**config.mk**
```make
export PLATFORM = sky130hd
export DESIGN_NAME = user_kernel
export DESIGN_NICKNAME = d
export VERILOG_FILES = /design/src/source/leaf_pkg.sv /design/src/source/user_kernel.sv
export SDC_FILE = /design/constraint.sdc
export NUM_CORES = 1
export LEC_CHECK = 0
export BUFFER_PORTS_ARGS = -buffer_cell sky130_fd_sc_hd__buf_2
export CORE_MARGIN = 2
export CORE_UTILIZATION = 35
export DETAILED_ROUTE_END_ITERATION = 16
export PLACE_DENSITY_LB_ADDON = 0.25
export SYNTH_ARGS = -nofsm -noshare
export SYNTH_HDL_FRONTEND = slang
export SYNTH_SLANG_ARGS = --single-unit
```
**constraint.sdc**
```tcl
create_clock -name clk -period 3.1 [get_ports clk]
set_input_delay 0.31 -clock clk [delete_from_list [all_inputs] [get_ports clk]]
set_output_delay 0.31 -clock clk [all_outputs]
set_load 0.02 [all_outputs]
```
**src/source/leaf_pkg.sv**
```systemverilog
`default_nettype none

package leaf_pkg;

    // network packet field widths
    localparam int payload_bits = 32;
    localparam int leaf_bits = 5;
    localparam int port_bits = 4;
    localparam int addr_bits = 7;

    // user streams on the kernel side
    localparam int num_in_ports = 5;
    localparam int num_out_ports = 2;

    // one user payload word
    typedef logic [payload_bits-1:0] word_t;

    // 49 bit network packet, msb first
    typedef struct packed {
        logic                 vld;
        logic [leaf_bits-1:0] leaf;
        logic [port_bits-1:0] port;
        logic [addr_bits-1:0] addr;
        word_t                payload;
    } packet_t;

    // one entry of the destination table
    typedef struct packed {
        logic [leaf_bits-1:0] leaf;
        logic [port_bits-1:0] port;
    } dest_t;

    // payload layout of a packet sent to port 0
    // out_index picks the output stream whose destination is written
    typedef struct packed {
        logic                                          out_index;
        logic [leaf_bits-1:0]                          leaf;
        logic [port_bits-1:0]                          port;
        logic [payload_bits-1-leaf_bits-port_bits-1:0] unused;
    } config_word_t;

endpackage

`default_nettype wire
```
**src/source/user_kernel.sv**
```systemverilog
`timescale 1ns/10ps
`default_nettype none

module user_kernel (
    input wire clk,
    input wire reset,

    input wire leaf_pkg::word_t in_data [leaf_pkg::num_in_ports],
    input wire [leaf_pkg::num_in_ports-1:0] in_valid,
    output logic [leaf_pkg::num_in_ports-1:0] in_ready,

    output leaf_pkg::word_t out_data [leaf_pkg::num_out_ports],
    output logic [leaf_pkg::num_out_ports-1:0] out_valid,
    input wire [leaf_pkg::num_out_ports-1:0] out_ready
);

    logic [leaf_pkg::num_out_ports-1:0] out_free;
    logic sum_go;
    logic xor_go;

    // one-entry output register is empty or being taken
    assign out_free = ~out_valid | out_ready;

    // inputs 1 and 2 feed the adder, 3 to 5 the xor
    assign sum_go = in_valid[0] && in_valid[1] && out_free[0];
    assign xor_go = in_valid[2] && in_valid[3] && in_valid[4] && out_free[1];

    assign in_ready = {xor_go, xor_go, xor_go, sum_go, sum_go};

    always_ff @(posedge clk) begin
        if (sum_go) begin
            out_data[0] <= in_data[0] + in_data[1];
        end
        if (xor_go) begin
            out_data[1] <= in_data[2] ^ in_data[3] ^ in_data[4];
        end
    end

    always_ff @(posedge clk) begin
        if (reset) begin
            out_valid <= '0;
        end else begin
            if (sum_go) begin
                out_valid[0] <= 1'b1;
            end else if (out_ready[0]) begin
                out_valid[0] <= 1'b0;
            end
            if (xor_go) begin
                out_valid[1] <= 1'b1;
            end else if (out_ready[1]) begin
                out_valid[1] <= 1'b0;
            end
        end
    end

endmodule

`default_nettype wire

```
**Word-level counts from Yosys, hierarchy flattened**

Index checks and enable logic that the tools add are counted.

- Register bits: 66
- Bits of input ports: 169
- Word-level logic and storage cells: 20
- Output and inout port bits: 71

- Bitwise operators: 4
- Add/sub/neg operators: 1
- Muxes and demuxes: 4
- Reduce and logical (&&, ||, !) cells: 7

Operator list:

| kind | count |
|---|---|
| 32-bit XOR | 2 |
| 32-bit adder | 1 |
| 1-bit logical AND | 5 |
| 1-bit two-way mux | 4 |
| 2-bit nonzero test | 2 |
| 2-bit inverter | 1 |
| 2-bit bitwise OR | 1 |

**Logic depth before layout (Yosys ltp)**

- Word-level depth: 4
- Mapped depth: 9
- Depth with buffers taken out: 9

**Worst setup path after synthesis**

OpenSTA, ideal clock, no wires.

- Path type: register to output
- Start point: register out_valid[1] (netlist name)
- End point: output port in_ready[2] (netlist name)
- Arrival time: 2.388 ns
- Setup slack: 0.402 ns
- Required time: 2.790 ns
- Stages on the path, launching flop included: 4
- Path buffers: 1
- Cell sequence: dfxtp_1 -> nand2b_1 -> nor2b_1 -> buf_4

- Longest elaborated chain between the ends: 3

Ends and longest elaborated chain:

| item | RTL line | text |
|---|---|---|
| from (decl) | user_kernel.sv:13 | `output logic [leaf_pkg::num_out_ports-1:0] out_valid,` |
| 2-bit inverter | user_kernel.sv:22 | `assign out_free = ~out_valid \| out_ready;` |
| 2-bit bitwise OR | user_kernel.sv:22 |  |
| 1-bit logical AND | user_kernel.sv:26 | `assign xor_go = in_valid[2] && in_valid[3] && in_valid[4] && out_free[1];` |
| to (decl) | user_kernel.sv:10 | `output logic [leaf_pkg::num_in_ports-1:0] in_ready,` |

No other way between the ends.

**Final worst setup path**

- Start point: input port in_data[96] (netlist name)
- End point: register out_data[60] (netlist name), data pin

- Longest elaborated chain between the ends: 1

Ends and longest elaborated chain:

| item | RTL line | text |
|---|---|---|
| from (decl) | user_kernel.sv:8 | `input wire leaf_pkg::word_t in_data [leaf_pkg::num_in_ports],` |
| 32-bit adder | user_kernel.sv:32 | `out_data[0] <= in_data[0] + in_data[1];` |
| to (decl) | user_kernel.sv:12 | `output leaf_pkg::word_t out_data [leaf_pkg::num_out_ports],` |

No other way between the ends.
A chain may end at the register's enable or synchronous reset.

==> results.ini <==
[logic_synthesis]
synth_top_area_cell = edfxtp_1
synth_area_per_cell_um2 = 11.5
ys.flop_type = edfxtp_1
synthArstFlopShare = 0
ys_ff_latch = 66
synth_area_mm2 = 0.00427
ys_warn_count = 0
ys_seq_area_frac = 0.460
synth_cell_type_count = 47
synth_edf_count = 64
synth_top_area_share = 0.450
synth_fp_nets = 572
synth_cells = 371
synth.area.top_cells = edfxtp_1 (45%), xnor2_1 (17%), ha_1 (9.1%)

[floorplan]
die-width_um = 114
die_area_mm2 = 0.0131
row_count = 40
core_mm2 = 0.0120
pin_count = 240
die_h_um = 114
start_util = 0.357

[cts]
clock_latency_ns = 0.33
cts_sinks = 66
cts_buffer_depth = 2
cts.hold.buffers_added = 0
clkTransAtPathRegs_ns = 0.06
postCtsSetupBuffers = 0
cts_tree = done
clockRootBuffer = clkbuf_16
htree_levels = 3
post_cts_resized = 0
cts_buffers = 9

[critical_path]
timing.critical_path.from = in_data[96]
rr_startpoint = out_valid[0]$_SDFFE_PP0P_
crit_required_ns = 3.17
path_class = input pin to flop
endpoint = out_data[60]$_DFFE_PP_
reg2reg_depth = 3
rr_endpoint = out_data[52]$_DFFE_PP_
r2r_slack_ns = 1.53
endpoint_kind = flop
cp_max_fo = 5
startpoint_type = input pin
crit_arrival_ns = 2.72

[detailed_routing]
drc = 0
wl_per_cell_um = 14.9
first_pass_iters = 4
drt_iter0_markers = 122
ant_nets = 0
wl_um = 11500
vias_per_cell = 4.76
vias = 3654

[placement]
hpwl_um = 9420
place.gp.congestion = 0.843
numPortBuffers = 239

[timing]
post-route-period-util = 0.856
timing.fmax_ghz = 0.377
drv_slew = 0
fin_setup_tns_ns = 0
finClkSkew_ns = 0.00808
rsz0062_at_grt = false
max-slew-margin-rel = 0.589
finalHoldViolations = 0
period_needed_ns = 2.65
tightest_slew_ns = 0.615
hold_slack_ns = 0.158
setup_viol = 0

[global_routing]
grt_pass1_wl_um = 17200
antenna_found_initial = 0
grt_max_degree = 20
grt-ovfl-total = 0
grt_util_all_layers = 0.167
grt_pass1_vias = 3546

[pwr]
vdd_drop_max_v = 0.000196
powerDensity_mw_per_mm2 = 503
leakagePower_nw = 2.69

[job]
maxCapViolCount = 0

[finish]
drive_gt1_frac = 0.441
antenna_cells = 0
finalCoreUtilization = 0.501
final_cell_mix = buf_2 (239), xnor2_1 (81), edfxtp_1 (64), a21oi_1 (33), ha_1 (31)
nNetsFinal = 817
syn2layout_area_growth_pct = 40.2
mostFrequentLayoutCell = buf_2

[run_status]
status = finished, final reports clean

[hold_path]
hold_class = input pin to flop

==> logic make-up (layout without fill, tap and decap cells) <==
kind of cell,count (synthesis),count (layout),share of synthesized area
AO/OA/AOI/OAI,98,98,0.156
XOR/XNOR,94,94,0.193
adder cells (fa/ha/maj),32,32,0.0955
buffers and inverters,15,265,0.0176
flip-flops,66,66,0.460
AND/OR/NAND/NOR,66,66,0.0783
==> final cells by class <==
class                      count  area [um^2]
timing repair buffer         245         1240
multi-input combinational    290         2240
fill                        1124         5970
clock inverter                 7          118
clock buffer                   9          225
tap                          147          184
inverter                       4         15.0
sequential                    66         1960
==> power breakdown <==
group          internal, mW  switching (mW)  total, mW
Combinational         0.346           0.409      0.754
Clock                 0.784           0.382       1.17
Sequential             1.08          0.0141       1.09
==> registers in the layout (all words and copies together) (netlist names) <==
name and flops:
out_valid 2, out_data 64
==> cells in the mapped netlist, drive strengths merged (3+ instances only) <==
library cell,count
nand2,16
nand4,5
edfxtp,64
a2111oi,3
nand2b,3
ha,31
xor2,13
o21a,4
or2,3
xnor2,81
buf,5
nor2b,4
inv,4
o21ai,16
and2,3
nor2,13
a211oi,3
a21o,19
a31oi,4
a21oi,33
o211ai,3
and3,8
nand3,6
clkbuf,6
==> how the worst min path moves through the flow <==
stage / cells past startpoint / start / slack (ns) / end
2_1_floorplan: 1 / reset / 0.38 / out_valid[0]$_SDFFE_PP0P_
3_3_place_gp: 2 / out_valid[1]$_SDFFE_PP0P_ / 0.47 / out_valid[1]$_SDFFE_PP0P_
3_5_place_dp: 2 / reset / 0.49 / out_valid[1]$_SDFFE_PP0P_
4_1_cts: 2 / reset / 0.14 / out_valid[1]$_SDFFE_PP0P_
5_1_grt: 2 / reset / 0.17 / out_valid[1]$_SDFFE_PP0P_
6_report: 2 / reset / 0.16 / out_valid[1]$_SDFFE_PP0P_
==> per-layer routing <==
metal  track usage  wire length (um)  vias up
met5             0                 0        -
met2         0.310              5830      147
met4        0.0561               129        0
li1              -                 -     1857
met3        0.0275               726       11
met1         0.195              4780     1639
==> stage by stage <==
stage          power, mW  std cells  setup WS, ns  area, um^2
2_1_floorplan       1.60        371         0.402        4270
3_3_place_gp        1.86        752         0.162        5640
3_5_place_dp        1.86        752         0.136        5640
4_1_cts             3.04        768         0.482        5990
5_1_grt             3.15        768         0.374        5990
6_report            3.01        768         0.447        5990
==> critical path: stages <==
cell	delay, ns
buf_2	0.10
ha_1	0.21
fa_1	0.40
a21o_1	0.21
a221o_1	0.38
a211oi_4	0.31
o211ai_2	0.20
o211ai_2	0.30
a31oi_1	0.15
xor2_1	0.16
No activity file was read; power rests on OpenSTA's default activity.
